`src/hdl/cabinet_pkg.sv`:
```
/*
 * Shared types, key codes and bit indices for the cabinet control logic.
 * Every RTL block pulls these in by wildcard import.
 */
package cabinet_pkg;

	// Video timing selection
	typedef enum logic [0:0] {
		VIDEO_57HZ = 1'b0,
		VIDEO_60HZ = 1'b1
	} video_timing_e;

	typedef logic [7:0]  byte_t;
	typedef logic [15:0] joy_word_t;
	typedef logic [11:0] kb_buttons_t;
	typedef logic [5:0]  pll_addr_t;
	typedef logic [31:0] pll_word_t;

	// PS/2 event word
	// Bit 10 toggles per event, bit 9 is pressed, bit 8 extended, 7:0 code
	typedef logic [10:0] ps2_event_t;
	localparam int PS2_TOGGLE  = 10;
	localparam int PS2_PRESSED = 9;

	// Held keyboard button positions
	localparam int KB_START1 = 0;
	localparam int KB_START2 = 1;
	localparam int KB_COIN1  = 2;
	localparam int KB_COIN2  = 3;
	localparam int KB_PAUSE  = 4;
	localparam int KB_UP     = 5;
	localparam int KB_DOWN   = 6;
	localparam int KB_LEFT   = 7;
	localparam int KB_RIGHT  = 8;
	localparam int KB_SHOT   = 9;
	localparam int KB_JUMP   = 10;
	localparam int KB_SPARE  = 11;

	// PS/2 set 2 make codes of the mapped keys
	localparam byte_t KEY_1     = 8'h16;
	localparam byte_t KEY_2     = 8'h1E;
	localparam byte_t KEY_5     = 8'h2E;
	localparam byte_t KEY_6     = 8'h36;
	localparam byte_t KEY_P     = 8'h4D;
	localparam byte_t KEY_UP    = 8'h75;
	localparam byte_t KEY_DOWN  = 8'h72;
	localparam byte_t KEY_LEFT  = 8'h6B;
	localparam byte_t KEY_RIGHT = 8'h74;
	localparam byte_t KEY_CTRL  = 8'h14;
	localparam byte_t KEY_ALT   = 8'h11;

	// Controller word bits, USB and DB15 share the low ones
	localparam int JOY_RIGHT  = 0;
	localparam int JOY_LEFT   = 1;
	localparam int JOY_DOWN   = 2;
	localparam int JOY_UP     = 3;
	localparam int JOY_SHOT   = 4;
	localparam int JOY_JUMP   = 5;
	localparam int JOY_START  = 6;
	localparam int JOY_COIN   = 7;
	localparam int JOY_START2 = 8;
	localparam int JOY_PAUSE  = 9;
	// DB15 pad only
	localparam int DB_C      = 6;
	localparam int DB_START  = 10;
	localparam int DB_SELECT = 11;

	// Pairs per PLL table
	localparam int PLL_PARAM_COUNT = 9;

	// Download port indexes
	localparam byte_t DIP_INDEX  = 8'd254;
	localparam byte_t GAME_INDEX = 8'd1;

endpackage

```
`src/hdl/pll_param_rom.sv`:
```
/*
 * Fixed PLL configuration pairs for both video timings.
 * Combinational lookup by latched timing and pair index.
 */
module pll_param_rom import cabinet_pkg::*; (
	input  video_timing_e timing_lat,
	input  logic [3:0]    param_idx,
	output pll_addr_t     rom_addr,
	output pll_word_t     rom_data
);

	// Register addresses, same order for both timings
	localparam pll_addr_t ADDR_TBL [PLL_PARAM_COUNT] = '{
		6'h00,          // Waitrequest mode
		6'h04,          // M counter
		6'h03,          // N counter
		6'h05,          // C0 counter
		6'h05,          // C1 counter
		6'h09,          // Charge pump
		6'h08,          // Bandwidth
		6'h07,          // M fraction
		6'h02           // Start reconfig
	};

	// 48 / 96 MHz for native refresh
	localparam pll_word_t DATA_57HZ [PLL_PARAM_COUNT] = '{
		32'h0000_0000, 32'h0002_0504, 32'h0001_0000,
		32'h0000_0505, 32'h0006_0302, 32'h0000_0002,
		32'h0000_0007, 32'h9999_999A, 32'h0000_0001
	};

	// 50.135 / 100.27 MHz for standard 60 Hz
	localparam pll_word_t DATA_60HZ [PLL_PARAM_COUNT] = '{
		32'h0000_0000, 32'h0000_0A0A, 32'h0001_0000,
		32'h0000_0A0A, 32'h0004_0505, 32'h0000_0002,
		32'h0000_0007, 32'h0DD3_FDC4, 32'h0000_0001
	};

	always_comb begin
		rom_addr = '0;
		rom_data = '0;
		// Out of range index reads as zero
		if (param_idx < 4'(PLL_PARAM_COUNT)) begin
			rom_addr = ADDR_TBL[param_idx];
			if (timing_lat == VIDEO_60HZ)
				rom_data = DATA_60HZ[param_idx];
			else
				rom_data = DATA_57HZ[param_idx];
		end
	end

endmodule

```
`src/hdl/pll_reconfig_ctrl.sv`:
```
/*
 * PLL reconfiguration sequencer. A video timing change starts a fixed pause,
 * then nine table writes go out on the configuration port.
 */
module pll_reconfig_ctrl import cabinet_pkg::*; #(
	parameter int unsigned RECONFIG_WAIT_BITS = 8
) (
	input  logic          MS_CLK,
	input  logic          arst_n,
	input  logic          pll_locked,
	input  logic          cfg_waitrequest,
	input  video_timing_e timing_sel,
	input  pll_addr_t     rom_addr,
	input  pll_word_t     rom_data,
	output video_timing_e timing_lat,
	output logic [3:0]    param_idx,
	output logic          cfg_write,
	output pll_addr_t     cfg_address,
	output pll_word_t     cfg_data,
	output logic          reconfig_pause,
	output logic          pll_init_locked
);

	logic                          cfg_en;
	logic                          wait_done;
	logic                          last_pair;
	logic [RECONFIG_WAIT_BITS-1:0] wait_cnt;

	// Only advance with PLL locked and port ready
	assign cfg_en    = pll_locked & ~cfg_waitrequest;
	// All ones ends the pause and opens the write phase
	assign wait_done = &wait_cnt;
	assign last_pair = (param_idx == 4'(PLL_PARAM_COUNT - 1));

	//////////////////////////////////////////////////////////////////////
	// Control
	//////////////////////////////////////////////////////////////////////

	always_ff @(posedge MS_CLK or negedge arst_n) begin
		if (!arst_n) begin
			timing_lat      <= VIDEO_57HZ;
			wait_cnt        <= '0;
			param_idx       <= '0;
			cfg_write       <= 1'b0;
			reconfig_pause  <= 1'b0;
			pll_init_locked <= 1'b0;
		end else begin
			// Write strobe lasts one cycle
			cfg_write <= 1'b0;
			if (cfg_en) begin
				pll_init_locked <= 1'b1;
				if (wait_done) begin
					// Write phase
					cfg_write <= 1'b1;
					if (last_pair) begin
						param_idx <= '0;
						wait_cnt  <= '0;
					end else begin
						param_idx <= param_idx + 4'd1;
					end
				end else if (timing_sel != timing_lat) begin
					// New timing requested
					timing_lat     <= timing_sel;
					wait_cnt       <= RECONFIG_WAIT_BITS'(1);
					reconfig_pause <= 1'b1;
				end else if (|wait_cnt) begin
					// Pausing before the writes
					wait_cnt <= wait_cnt + RECONFIG_WAIT_BITS'(1);
				end else begin
					// Pass done and timing stable
					reconfig_pause <= 1'b0;
				end
			end
		end
	end

	//////////////////////////////////////////////////////////////////////
	// Port payload
	//////////////////////////////////////////////////////////////////////

	// Pair for the current index, valid alongside cfg_write
	always_ff @(posedge MS_CLK) begin
		if (cfg_en && wait_done) begin
			cfg_address <= rom_addr;
			cfg_data    <= rom_data;
		end
	end

endmodule

```
`src/hdl/ps2_button_latch.sv`:
```
/*
 * Keyboard button latch. Each new PS/2 event on a mapped key sets
 * that button to the event's pressed bit.
 */
module ps2_button_latch import cabinet_pkg::*; (
	input  logic        MS_CLK,
	input  logic        arst_n,
	input  ps2_event_t  ps2_key,
	output kb_buttons_t kb_buttons
);

	logic  old_toggle;
	logic  new_event;
	logic  pressed;
	byte_t code;

	// A flip of the toggle bit marks a fresh event
	assign new_event = (ps2_key[PS2_TOGGLE] != old_toggle);
	assign pressed   = ps2_key[PS2_PRESSED];
	assign code      = ps2_key[7:0];

	always_ff @(posedge MS_CLK or negedge arst_n) begin
		if (!arst_n) begin
			old_toggle <= 1'b0;
			kb_buttons <= '0;
		end else begin
			old_toggle <= ps2_key[PS2_TOGGLE];
			// No key drives the spare slot
			kb_buttons[KB_SPARE] <= 1'b0;
			if (new_event) begin
				case (code)
					KEY_1:     kb_buttons[KB_START1] <= pressed;
					KEY_2:     kb_buttons[KB_START2] <= pressed;
					KEY_5:     kb_buttons[KB_COIN1]  <= pressed;
					KEY_6:     kb_buttons[KB_COIN2]  <= pressed;
					KEY_P:     kb_buttons[KB_PAUSE]  <= pressed;
					// Cursor keys
					KEY_UP:    kb_buttons[KB_UP]     <= pressed;
					KEY_DOWN:  kb_buttons[KB_DOWN]   <= pressed;
					KEY_LEFT:  kb_buttons[KB_LEFT]   <= pressed;
					KEY_RIGHT: kb_buttons[KB_RIGHT]  <= pressed;
					// Fire buttons
					KEY_CTRL:  kb_buttons[KB_SHOT]   <= pressed;
					KEY_ALT:   kb_buttons[KB_JUMP]   <= pressed;
					// Other keys are ignored
					default: ;
				endcase
			end
		end
	end

endmodule

```
`src/hdl/player_input_encoder.sv`:
```
/*
 * Merges keyboard, USB and DB15 controls into the two active-low player
 * bytes and the active-high pause level, registered once.
 */
module player_input_encoder import cabinet_pkg::*; (
	input  logic        MS_CLK,
	input  logic        arst_n,
	input  kb_buttons_t kb_buttons,
	input  joy_word_t   joystick_0,
	input  joy_word_t   joystick_1,
	input  joy_word_t   joy_db1,
	input  joy_word_t   joy_db2,
	input  logic [1:0]  snac_dev,
	output byte_t       player1,
	output byte_t       player2,
	output logic        pause
);

	joy_word_t db1;
	joy_word_t db2;
	byte_t     p1_act;
	byte_t     p2_act;
	logic      pause_act;

	// Jump, shot, down, up, left, right for one player, active high
	function automatic logic [5:0] ctrl_bits(joy_word_t db, joy_word_t js, kb_buttons_t kb);
		logic [5:0] bits;
		bits[5] = db[JOY_JUMP]  | kb[KB_JUMP]  | js[JOY_JUMP];
		bits[4] = db[JOY_SHOT]  | kb[KB_SHOT]  | js[JOY_SHOT];
		bits[3] = db[JOY_DOWN]  | kb[KB_DOWN]  | js[JOY_DOWN];
		bits[2] = db[JOY_UP]    | kb[KB_UP]    | js[JOY_UP];
		bits[1] = db[JOY_LEFT]  | kb[KB_LEFT]  | js[JOY_LEFT];
		bits[0] = db[JOY_RIGHT] | kb[KB_RIGHT] | js[JOY_RIGHT];
		return bits;
	endfunction

	// DB15 pads only count when enabled
	assign db1 = snac_dev[0] ? joy_db1 : '0;
	assign db2 = snac_dev[1] ? joy_db2 : '0;

	// Player 1 top bits are the start buttons
	// DB15 pad 1 button C doubles as start 2
	assign p1_act[7] = db2[DB_START] | db1[DB_C] | kb_buttons[KB_START2] |
		joystick_0[JOY_START2] | joystick_1[JOY_START2];
	assign p1_act[6] = db1[DB_START] | kb_buttons[KB_START1] |
		joystick_0[JOY_START] | joystick_1[JOY_START];
	assign p1_act[5:0] = ctrl_bits(db1, joystick_0, kb_buttons);

	// Player 2 top bits are the coins
	assign p2_act[7] = db2[DB_SELECT] | kb_buttons[KB_COIN2] | joystick_1[JOY_COIN];
	assign p2_act[6] = db1[DB_SELECT] | kb_buttons[KB_COIN1] | joystick_0[JOY_COIN];
	assign p2_act[5:0] = ctrl_bits(db2, joystick_1, kb_buttons);

	// Shot plus start on a DB15 pad requests pause
	assign pause_act = (db1[JOY_SHOT] & db1[DB_START]) |
		(db2[JOY_SHOT] & db2[DB_START]) |
		kb_buttons[KB_PAUSE] | joystick_0[JOY_PAUSE] | joystick_1[JOY_PAUSE];

	always_ff @(posedge MS_CLK or negedge arst_n) begin
		if (!arst_n) begin
			player1 <= '1;
			player2 <= '1;
			pause   <= 1'b0;
		end else begin
			// Cabinet inputs are active low
			player1 <= ~p1_act;
			player2 <= ~p2_act;
			pause   <= pause_act;
		end
	end

endmodule

```
`src/hdl/dip_switch_bank.sv`:
```
/*
 * DIP switch banks and game byte loaded from the download port.
 * Banks 0 and 1 feed the two switch outputs.
 */
module dip_switch_bank import cabinet_pkg::*; #(
	parameter int unsigned DIP_BANKS = 8
) (
	input  logic        MS_CLK,
	input  logic        arst_n,
	input  logic        ioctl_wr,
	input  byte_t       ioctl_index,
	input  logic [24:0] ioctl_addr,
	input  byte_t       ioctl_dout,
	output byte_t       dsw1,
	output byte_t       dsw2,
	output byte_t       game
);

	localparam int BANK_W = (DIP_BANKS > 1) ? $clog2(DIP_BANKS) : 1;

	byte_t sw [DIP_BANKS];
	logic  dip_wr;
	logic  game_wr;

	// Bank writes only inside the bank range
	assign dip_wr  = ioctl_wr && (ioctl_index == DIP_INDEX) &&
		(ioctl_addr < 25'(DIP_BANKS));
	assign game_wr = ioctl_wr && (ioctl_index == GAME_INDEX) && (ioctl_addr == '0);

	always_ff @(posedge MS_CLK or negedge arst_n) begin
		if (!arst_n) begin
			sw   <= '{default: '0};
			game <= '0;
		end else begin
			if (dip_wr)
				sw[ioctl_addr[BANK_W-1:0]] <= ioctl_dout;
			// Game select for multi-game sets
			if (game_wr)
				game <= ioctl_dout;
		end
	end

	assign dsw1 = sw[0];
	assign dsw2 = sw[1];

endmodule

```
`src/hdl/cabinet_io_top.sv`:
```
/*
 * Cabinet-side control top level. PLL reconfiguration sequencer with its
 * table, plus keyboard, player input and DIP switch datapaths.
 */
module cabinet_io_top import cabinet_pkg::*; #(
	parameter int unsigned RECONFIG_WAIT_BITS = 8,
	parameter int unsigned DIP_BANKS          = 8
) (
	input  logic          MS_CLK,
	input  logic          arst_n,

	// PLL configuration port
	input  logic          pll_locked,
	input  logic          cfg_waitrequest,
	input  video_timing_e timing_sel,
	output logic          cfg_write,
	output pll_addr_t     cfg_address,
	output pll_word_t     cfg_data,
	output logic          reconfig_pause,
	output logic          pll_init_locked,

	// Control sources
	input  ps2_event_t    ps2_key,
	input  joy_word_t     joystick_0,
	input  joy_word_t     joystick_1,
	input  joy_word_t     joy_db1,
	input  joy_word_t     joy_db2,
	input  logic [1:0]    snac_dev,

	// Download port
	input  logic          ioctl_wr,
	input  byte_t         ioctl_index,
	input  logic [24:0]   ioctl_addr,
	input  byte_t         ioctl_dout,

	// Game inputs, active low players
	output byte_t         player1,
	output byte_t         player2,
	output logic          pause,
	output byte_t         dsw1,
	output byte_t         dsw2,
	output byte_t         game
);

	video_timing_e timing_lat;
	logic [3:0]    param_idx;
	pll_addr_t     rom_addr;
	pll_word_t     rom_data;
	kb_buttons_t   kb_buttons;

	//////////////////////////////////////////////////////////////////////
	// PLL reconfiguration
	//////////////////////////////////////////////////////////////////////

	pll_reconfig_ctrl #(
		.RECONFIG_WAIT_BITS(RECONFIG_WAIT_BITS)
	) i_reconfig (
		.MS_CLK          (MS_CLK),
		.arst_n          (arst_n),
		.pll_locked      (pll_locked),
		.cfg_waitrequest (cfg_waitrequest),
		.timing_sel      (timing_sel),
		.rom_addr        (rom_addr),
		.rom_data        (rom_data),
		.timing_lat      (timing_lat),
		.param_idx       (param_idx),
		.cfg_write       (cfg_write),
		.cfg_address     (cfg_address),
		.cfg_data        (cfg_data),
		.reconfig_pause  (reconfig_pause),
		.pll_init_locked (pll_init_locked)
	);

	pll_param_rom i_param_rom (
		.timing_lat (timing_lat),
		.param_idx  (param_idx),
		.rom_addr   (rom_addr),
		.rom_data   (rom_data)
	);

	//////////////////////////////////////////////////////////////////////
	// Inputs
	//////////////////////////////////////////////////////////////////////

	ps2_button_latch i_kb (
		.MS_CLK     (MS_CLK),
		.arst_n     (arst_n),
		.ps2_key    (ps2_key),
		.kb_buttons (kb_buttons)
	);

	player_input_encoder i_players (
		.MS_CLK     (MS_CLK),
		.arst_n     (arst_n),
		.kb_buttons (kb_buttons),
		.joystick_0 (joystick_0),
		.joystick_1 (joystick_1),
		.joy_db1    (joy_db1),
		.joy_db2    (joy_db2),
		.snac_dev   (snac_dev),
		.player1    (player1),
		.player2    (player2),
		.pause      (pause)
	);

	dip_switch_bank #(
		.DIP_BANKS(DIP_BANKS)
	) i_dip (
		.MS_CLK      (MS_CLK),
		.arst_n      (arst_n),
		.ioctl_wr    (ioctl_wr),
		.ioctl_index (ioctl_index),
		.ioctl_addr  (ioctl_addr),
		.ioctl_dout  (ioctl_dout),
		.dsw1        (dsw1),
		.dsw2        (dsw2),
		.game        (game)
	);

endmodule

```
`config.mk`:
```
export PLATFORM = sky130hd
export DESIGN_NAME = cabinet_io_top
export DESIGN_NICKNAME = d
export VERILOG_FILES = /design/src/hdl/cabinet_pkg.sv /design/src/hdl/pll_param_rom.sv /design/src/hdl/pll_reconfig_ctrl.sv /design/src/hdl/ps2_button_latch.sv /design/src/hdl/player_input_encoder.sv /design/src/hdl/dip_switch_bank.sv /design/src/hdl/cabinet_io_top.sv
export SDC_FILE = /design/constraint.sdc
export NUM_CORES = 1
export LEC_CHECK = 0
export ABC_AREA = 0
export BUFFER_PORTS_ARGS = -buffer_cell sky130_fd_sc_hd__buf_2
export CAP_MARGIN = 20
export CORE_MARGIN = 2
export CORE_UTILIZATION = 46
export DETAILED_ROUTE_END_ITERATION = 8
export PLACE_DENSITY_LB_ADDON = 0.1
export SYNTH_ARGS = -nofsm -noshare
export SYNTH_HDL_FRONTEND = slang
export SYNTH_SLANG_ARGS = --single-unit
```
`constraint.sdc`:
```
create_clock -name MS_CLK -period 2.8 [get_ports MS_CLK]
set_input_delay 0.28 -clock MS_CLK [delete_from_list [all_inputs] [get_ports MS_CLK]]
set_output_delay 0.28 -clock MS_CLK [all_outputs]
set_load 0.01 [all_outputs]
```
After elaboration in Yosys (flattened, before gate mapping). Memories as Yosys holds them, arrays and structs flattened. A register that Yosys moved wholly into a read port is not among the register bits. Index checks and enable logic that the tools add are counted.

$add $sub $neg: 2. Order comparisons: 5. Eq/ne operators: 18. Muxes and demuxes: 19. Bitwise operators: 48. Reductions and logical operators: 26.

Operators with widths (count): $mux W32 (5); $bwmux W64 (1); $eq A8 B7 Y1 const B (5); $mux W8 (5); $or A1 B1 Y1 (39); $eq A8 B5 Y1 const B (4); $logic_not A25 Y1 (1); $lt A25 B4 Y1 const B (1); $demux W8 S3 (1); $mux W12 (2); $reduce_and A2 Y1 (11); $eq A8 B6 Y1 const B (2); $not A8 Y8 (2); $reduce_and A3 Y1 (3); $reduce_and A9 Y1 (1); $add A8 B1 Y8 const B (1); $eq A8 B1 Y1 const B (1); $eq A8 B8 Y1 const B (1); $reduce_and A8 Y1 (1); $reduce_or A8 Y1 (1); $logic_and A1 B1 Y1 (6); $ge A5 B5 Y1 const B (1); $not A4 Y5 (1); $add A4 B1 Y4 const B (1); 14 further kinds (21).

Register bits: 149. Bits in read-only memories: 1120. Bits of input ports: 124. Logic and storage cells: 152. Memories: 3.

Memories: (name not given) (words 16, width 32, read ports 1, clocked after memory_dff 0, write ports 0, line pll_param_rom.sv:46) `rom_data = DATA_60HZ[param_idx];`; (name not given) (words 16, width 32, read ports 1, clocked after memory_dff 0, write ports 0, line pll_param_rom.sv:48) `rom_data = DATA_57HZ[param_idx];`; (name not given) (words 16, width 6, read ports 1, clocked after memory_dff 1, write ports 0, line pll_param_rom.sv:44) `rom_addr = ADDR_TBL[param_idx];`.

Logic depth before layout (Yosys ltp). Gate-level depths: netlist of run 1.

Depth in word-level cells: 6. Mapped depth: 7. Depth with buffers taken out: 6.

By module. A second synthesis of run 1 with hierarchy kept.

Cells, all modules: 366. Area, all modules: 4858.4 µm².

By module, submodules not included: pll_reconfig_ctrl (times used 1, cells an instance 129, area an instance 2037.0 µm², sequential area each 1541.5 µm²); dip_switch_bank (times used 1, cells an instance 69, area an instance 1028.5 µm², sequential area each 600.6 µm²); ps2_button_latch (times used 1, cells an instance 53, area an instance 654.4 µm², sequential area each 300.3 µm²); player_input_encoder (times used 1, cells an instance 40, area an instance 629.4 µm², sequential area each 445.4 µm²); pll_param_rom (times used 1, cells an instance 75, area an instance 509.2 µm², sequential area each 0.0 µm²).

Least setup slack after synthesis of run 1. Ideal clock, no wire load.

Path type: reg-to-reg. From: register i_reconfig.wait_cnt[0]. To: register i_reconfig.cfg_address[0] (enable). Setup time: 0.377 ns. Data arrival time: 1.616 ns. Setup slack: 0.807 ns. Stages on the path, launching flop included: 5. Period minus slack after synthesis: 1.993 ns. Cell sequence: dfrtp_1 ha_1 nand3_1 or3_1 inv_1.

Longest elaborated chain between the ends: 2.

Ends and longest elaborated chain: from (decl) (line pll_reconfig_ctrl.sv:27) `logic [RECONFIG_WAIT_BITS-1:0] wait_cnt;`; from (signal assigned) (line pll_reconfig_ctrl.sv:68) `wait_cnt <= wait_cnt + RECONFIG_WAIT_BITS'(1);`; $reduce_and A8 Y1 (line pll_reconfig_ctrl.sv:32) `assign wait_done = &wait_cnt;`; $logic_and A1 B1 Y1 (line pll_reconfig_ctrl.sv:83) `if (cfg_en && wait_done) begin`; to (decl) (line pll_reconfig_ctrl.sv:18) `output pll_addr_t cfg_address,`.

Every way passes these cells. A chain may end at the register's enable or synchronous reset.

Worst setup path after layout of run 1.
From: register i_reconfig.wait_cnt[0]. To: register i_reconfig.param_idx[0].

Longest elaborated chain between the ends: 1.

Ends and longest elaborated chain: $reduce_and A9 Y1 (no line); to (signal assigned) (line pll_reconfig_ctrl.sv:59) `param_idx <= param_idx + 4'd1;`; to (decl) (line pll_reconfig_ctrl.sv:16) `output logic [3:0] param_idx,`.

Every way passes these cells.

==> metrics, run 1 <==
status finished clean; Core Rows 34; register area 2290 um^2; Remaining DRCs 0; worst skew pair latency 0.35 ns; Net Switching 697 uW; Levels on crit path 7; Sw Ratio 26.4%; finished layout cell area 5180 um^2; CTS clk-pin slew, worst paths 0.08 ns; vias in the first global route 3071; period utilization 79.0%; htree depth 3; CTS buffer count 9; clk buf depth 2; Power Internal 1940 uW; postcts setup bufs 0; fin nets 644; HPWL after DPL 7.16 mm; Worst IR Drop VDD 288 uV; Clock Sinks 87; total global routing overflow 0; worst endpoint required time 3.07 ns; post-DR wirelength/cell 14.7 um; Antenna diodes 0; EDFF count, synth 18; relative slew slack 56.9%; Worst path max stage delay 0.43 ns; Pleak 0.00254 uW; 1st-pass router iterations 4; DIE WIDTH 98.5 um; combinational share of power 13.8%; Buf/Inv on CP 2; top-count cell post-synth dfrtp_1; Worst EP arrival 2.48 ns; Critical Path Start Type flip-flop; fillers 752; placed inst area 4980 um^2; Initial Util 47.3%; ys async rst share 79.3%; Yosys top cell area share 32.3%; Crit. End Element flip-flop; part of the power in registers 54.2%; critical-path cell list ha_1, nand3_1, or3_1, inv_1, buf_4, nand2_1, o21ai_0; clk root buf clkbuf_8; sequential area share after synthesis 55.7%; Fin Setup TNS 0 ns; Tmin final 2.21 ns; vias per cell 5.31; RR Endpoint i_reconfig.param_idx[0]; Power Dens Cells 509 nW/um^2; Clk pwr share 32.0%; max cap viols 0; first-pass GRT wire length 14.8 mm; Final setup viols 0; crit path to i_reconfig.param_idx[0]; Final Non-Filler Cells 623; First DRT Iteration DRCs 105; # IOs 206; initial antenna violation count 0; DIE AREA 9700 um^2; largest area contributor in the netlist dfrtp_1; Multi-input gate area 1630 um^2; final worst setup slack 0.589 ns; count of cell types in the netlist 49; Yosys reg bits 87; Cells after Synth 344; Final Hold Vio Count 0; Slew Limit Fails 0; final clock skew 0.0109 ns; Reg-to-Reg Start i_reconfig.wait_cnt[0]; HP Class in2reg; vias 3308; RSZ-0062 raised after global routing no; R2R depth 7; Synth Flop Type dfrtp_1; class of the most critical setup path reg2reg; total chip power 2640 uW; worst slack, placed 0.586 ns; Slew @ Worst Pin 0.641 ns; number of port buffers 170; CP top delay family simple AND/OR/NAND/NOR gates; largest net degree at the start of global routing 29; Critical Path Source i_reconfig.wait_cnt[0]; Yosys warnings 0; CTS tree yes; core area 8680 um^2; post-route ant nets 0; largest cells by area after synthesis dfrtp_1 32%, edfxtp_1 13%, dfstp_2 10%, mux2_2 10%, buf_4 3.7%; top cells by count, synth 53 x dfrtp_1, 37 x mux2_2, 21 x nand2_1; Layout area overhead 26.2%; Routability Congestion 0.891; Cell Area, Synth 4110 um^2; Max FO, Critical Path 14; Reg2Reg Setup Slack 0.59 ns; Post-Syn Area per Cell 11.9 um^2; fraction of layout cells with a size suffix above 1 48.9%; slowest cell on the critical path dfrtp_1; Die Ht 98.5 um; DRT Wirelength 9.16 mm; Total GRT Usage 19.0%; Cells after DPL 606; Max Fclk 452 MHz
## metal layers
layer	part of all wire (%)	up-vias	track usage, %	wire length [um]
met3	7.5	12	3.05	685
met4	1.6	0	6.95	149
li1	-	1578	-	-
met2	49	147	32.2	4530
met1	41	1571	24.8	3800
met5	0	-	0	0
## placed cells by master, fill, tap and decap left out, drive strengths merged, types with 2 or more instances in the layout
cell type / synthesis / layout
nor4b: 4 / 4
ha: 10 / 10
conb: 1 / 7
clkinvlp: 0 / 3
clkinv: 0 / 2
mux2: 37 / 37
a21oi: 15 / 15
or4: 2 / 2
edfxtp: 18 / 18
dfrtp: 53 / 53
a211oi: 15 / 15
nor3b: 2 / 2
nor4: 9 / 9
o21a: 3 / 3
buf: 20 / 177
and3: 6 / 6
o21ai: 11 / 11
inv: 9 / 9
nor2b: 3 / 3
nand2: 21 / 21
nor3: 10 / 10
nand4b: 3 / 3
and2: 2 / 2
nand4: 5 / 5
a31oi: 6 / 6
xnor2: 2 / 2
a22o: 2 / 2
nor2: 11 / 11
mux2i: 3 / 3
nand2b: 6 / 6
dfstp: 16 / 16
clkbuf: 9 / 10
nand3: 15 / 15
## area by class of cell
class,instances,area share (%)
clock buffer,10,2.46
clock inverter,6,1.18
timing repair buffer,178,17.6
inverter,9,0.652
multi-input combinational,225,31.4
sequential,87,44.1
tap,108,2.61
## power groups by stage
stage | Combinational (uW) | Clock, uW | Sequential (uW)
2_1_floorplan | 220 | 0 | 1440
3_3_place_gp | 360 | 0 | 1450
3_5_place_dp | 367 | 0 | 1450
4_1_cts | 370 | 871 | 1430
5_1_grt | 418 | 909 | 1440
6_report | 365 | 844 | 1430
## logic make-up (layout without fill, tap and decap cells)
| group | count (synthesis) | count (layout) | share of synthesized area (%) |
|---|---|---|---|
| simple gates | 103 | 103 | 14.3 |
| flops | 87 | 87 | 55.7 |
| compound gates | 62 | 62 | 10.0 |
| mux | 40 | 40 | 10.9 |
| buf+inv | 38 | 203 | 5.30 |
| fa+ha+maj | 10 | 10 | 3.05 |
| xor+xnor | 3 | 3 | 0.640 |
| other cells | 1 | 7 | 0.0913 |
## registers in the layout, indices dropped and copies added (netlist names), 4 cells and up
name,flops
i_dip.dsw1,8
i_dip.dsw2,8
i_dip.game,8
i_kb.kb_buttons,11
i_players.player1,8
i_players.player2,8
i_reconfig.cfg_address,4
i_reconfig.cfg_data,14
i_reconfig.param_idx,4
i_reconfig.wait_cnt,8
## stage by stage
stage	util [%]	hold WS [ns]
global placement	57.4	0.301
finish	59.7	0.0325
detailed placement	57.4	0.307
global route	59.7	0.0223
CTS	59.7	0.0140
floorplan	-	-0.0156
## how the worst min path moves through the flow
stage / start / to / slack, ns / depth (start not counted)
after floorplan: arst_n / i_dip.dsw1[0] / -0.02 / 0
after CTS: joystick_1[3] / i_players.player2[2] / 0.01 / 2
final: joystick_1[3] / i_players.player2[2] / 0.03 / 2
after global placement: arst_n / i_reconfig.pll_init_locked / 0.30 / 1
after global routing: joystick_1[3] / i_players.player2[2] / 0.02 / 2
after detailed placement: arst_n / i_reconfig.wait_cnt[0] / 0.31 / 1
## worst register-to-register path, cell delays in order, from the launching register on
cell     delay, ns
dfrtp_1       0.43
ha_1          0.27
nand3_1       0.17
or3_1         0.42
inv_1         0.33
buf_4         0.29
nand2_1       0.06
o21ai_0       0.16
## repair_timing
item                                   CTS  global route
hold buffers                             1             0
gates resized for setup                  0             0
setup endpoints to repair                0             0
endpoints found under the hold margin   13             0
(Power assumes the default switching activity.)
==> run 2: changes to the inputs <==
==> constraint.sdc (replaced) <==
create_clock -name MS_CLK -period 2.2 [get_ports MS_CLK]
set_input_delay 0.22 -clock MS_CLK [delete_from_list [all_inputs] [get_ports MS_CLK]]
set_output_delay 0.22 -clock MS_CLK [all_outputs]
set_load 0.01 [all_outputs]
==> run 2 against run 1 <==
Against the previous run: global-route usage increased by 1.4 points; first-iteration DRC count decreased by 13%; total power increased by 28%; largest power group unchanged; highest routed layer unchanged.
==> metrics, run 2 (synthesized netlist as in run 1, its figures left out) <==
status finished clean; initial antenna violation count 0; Reg-to-Reg Start i_reconfig.wait_cnt[0]; Worst path max stage delay 0.38 ns; top flop regs i_reconfig.cfg_data (14), i_kb.kb_buttons (11); DIE WIDTH 98.5 um; critical-path cell list buf_4, inv_1, ha_1, nor4b_1, and3_1, o22ai_2, buf_4, a22o_1; vias 3434; Initial Util 47.3%; Remaining DRCs 0; Worst EP arrival 2.19 ns; Slew Limit Fails 0; total global routing overflow 0; Final Hold Vio Count 0; number of port buffers 170; Worst IR Drop VDD 304 uV; Critical Path Start Type flip-flop; RSZ-0062 raised after global routing no; vias per cell 5.19; fraction of layout cells with a size suffix above 1 46.8%; final clock skew 0.0125 ns; htree depth 3; Tmin final 1.95 ns; Cells after DPL 614; DIE AREA 9700 um^2; CTS tree yes; Max Fclk 513 MHz; hold_sp joy_db2[4]; Antenna diodes 0; Layout area overhead 35.3%; max cap viols 0; slowest cell on the critical path dfrtp_1; largest register by flop count i_reconfig.cfg_data; core area 8680 um^2; Slew @ Worst Pin 0.642 ns; Final Non-Filler Cells 662; commonest non-fill, non-tap cell in the layout buf_2; HP Class in2reg; most numerous cell on the critical path buf_4; Total GRT Usage 20.4%; CTS clk-pin slew, worst paths 0.08 ns; HPWL after DPL 7.27 mm; clk root buf clkbuf_8; Routability Congestion 0.908; Crit. End Element flip-flop; CTS buffer count 9; First DRT Iteration DRCs 91; fin nets 683; Final setup viols 0; relative slew slack 56.8%; Fin Setup TNS 0 ns; vias in the first global route 3314; worst skew pair latency 0.36 ns; Max FO, Critical Path 7; leading cell types in the layout, fill and taps excluded 170 x buf_2, 53 x dfrtp_1, 37 x mux2_2; hold slack 0.0224 ns; worst endpoint required time 2.44 ns; Buf/Inv on CP 3; Core Rows 34; Die Ht 98.5 um; DRT Wirelength 9.92 mm; class of the most critical setup path reg2reg; 1st-pass router iterations 5; post-DR wirelength/cell 15.0 um; Clock Sinks 87; postcts setup bufs 0; CP top delay family simple AND/OR/NAND/NOR gates; Power Dens Cells 606 nW/um^2; Critical Path Source i_reconfig.wait_cnt[0]; first-pass GRT wire length 15.7 mm; # IOs 206; period utilization 88.7%; Pleak 0.00273 uW; largest net degree at the start of global routing 38; number of flip-flops in the largest register 14; post-route ant nets 0; clk buf depth 2
[run 2: stage by stage]
stage	area (um^2)	setup slack [ns]	utilization, %	power (uW)
detailed placement	5070	0.273	58.4	2350
global placement	5070	0.298	58.4	2340
finish	5560	0.249	64.1	3370
floorplan	4130	0.207	-	2110
CTS	5560	0.251	64.1	3390
global route	5560	0.117	64.1	3550
[run 2: path summary, 6_finish.rpt]
| check | to | slack, ns | depth (start not counted) |
|---|---|---|---|
| worst min-delay path | i_players.player2[4] | 0.02 | 2 |
| worst max register to register | i_reconfig.wait_cnt[4] | 0.25 | 8 |
| max in group asynchronous | i_dip.dsw2[3] | 1.32 | 3 |
| worst max-delay path | i_reconfig.wait_cnt[4] | 0.25 | 8 |
| min in group asynchronous | i_reconfig.param_idx[1] | 0.29 | 2 |
| worst min register to register | i_players.player2[4] | 0.46 | 1 |
[run 2: worst register-to-register path, delay by kind of cell (launching register included)]
family	cells	cell delay [ns]
AND/OR/NAND/NOR	2	0.66
adder cells (fa/ha/maj)	1	0.13
AO/OA/AOI/OAI	2	0.28
flip-flops	1	0.38
buffers and inverters	3	0.39
[run 2: power by group]
part | internal [uW] | switching, uW | leakage [uW]
Clock | 441 | 557 | 0.0000796
Sequential | 1730 | 73.1 | 0.00105
Combinational | 285 | 279 | 0.00160
[run 2: area by class of cell]
type,instances,area [um^2]
repair buffers,217,1310
multi-input cells,225,1630
clock inverters,3,20.0
clock buffers,13,149
inverters,9,33.8
fillers,729,3120
flip-flops and latches,87,2290
well taps,108,135
[run 2: routing by layer]
layer  vias up  track usage, %  routed length (um)
li1       1653               -                   -
met1      1620            24.9                3960
met2       148            35.7                5040
met3        13            5.39                 744
met4         0            6.32                 164
met5         -               0                   0
[run 2: timing repair]
item                                   CTS  global route
endpoints found under the hold margin   29             0
hold buffers                            32             0
gates resized for setup                  0             0
setup endpoints to repair                0             0
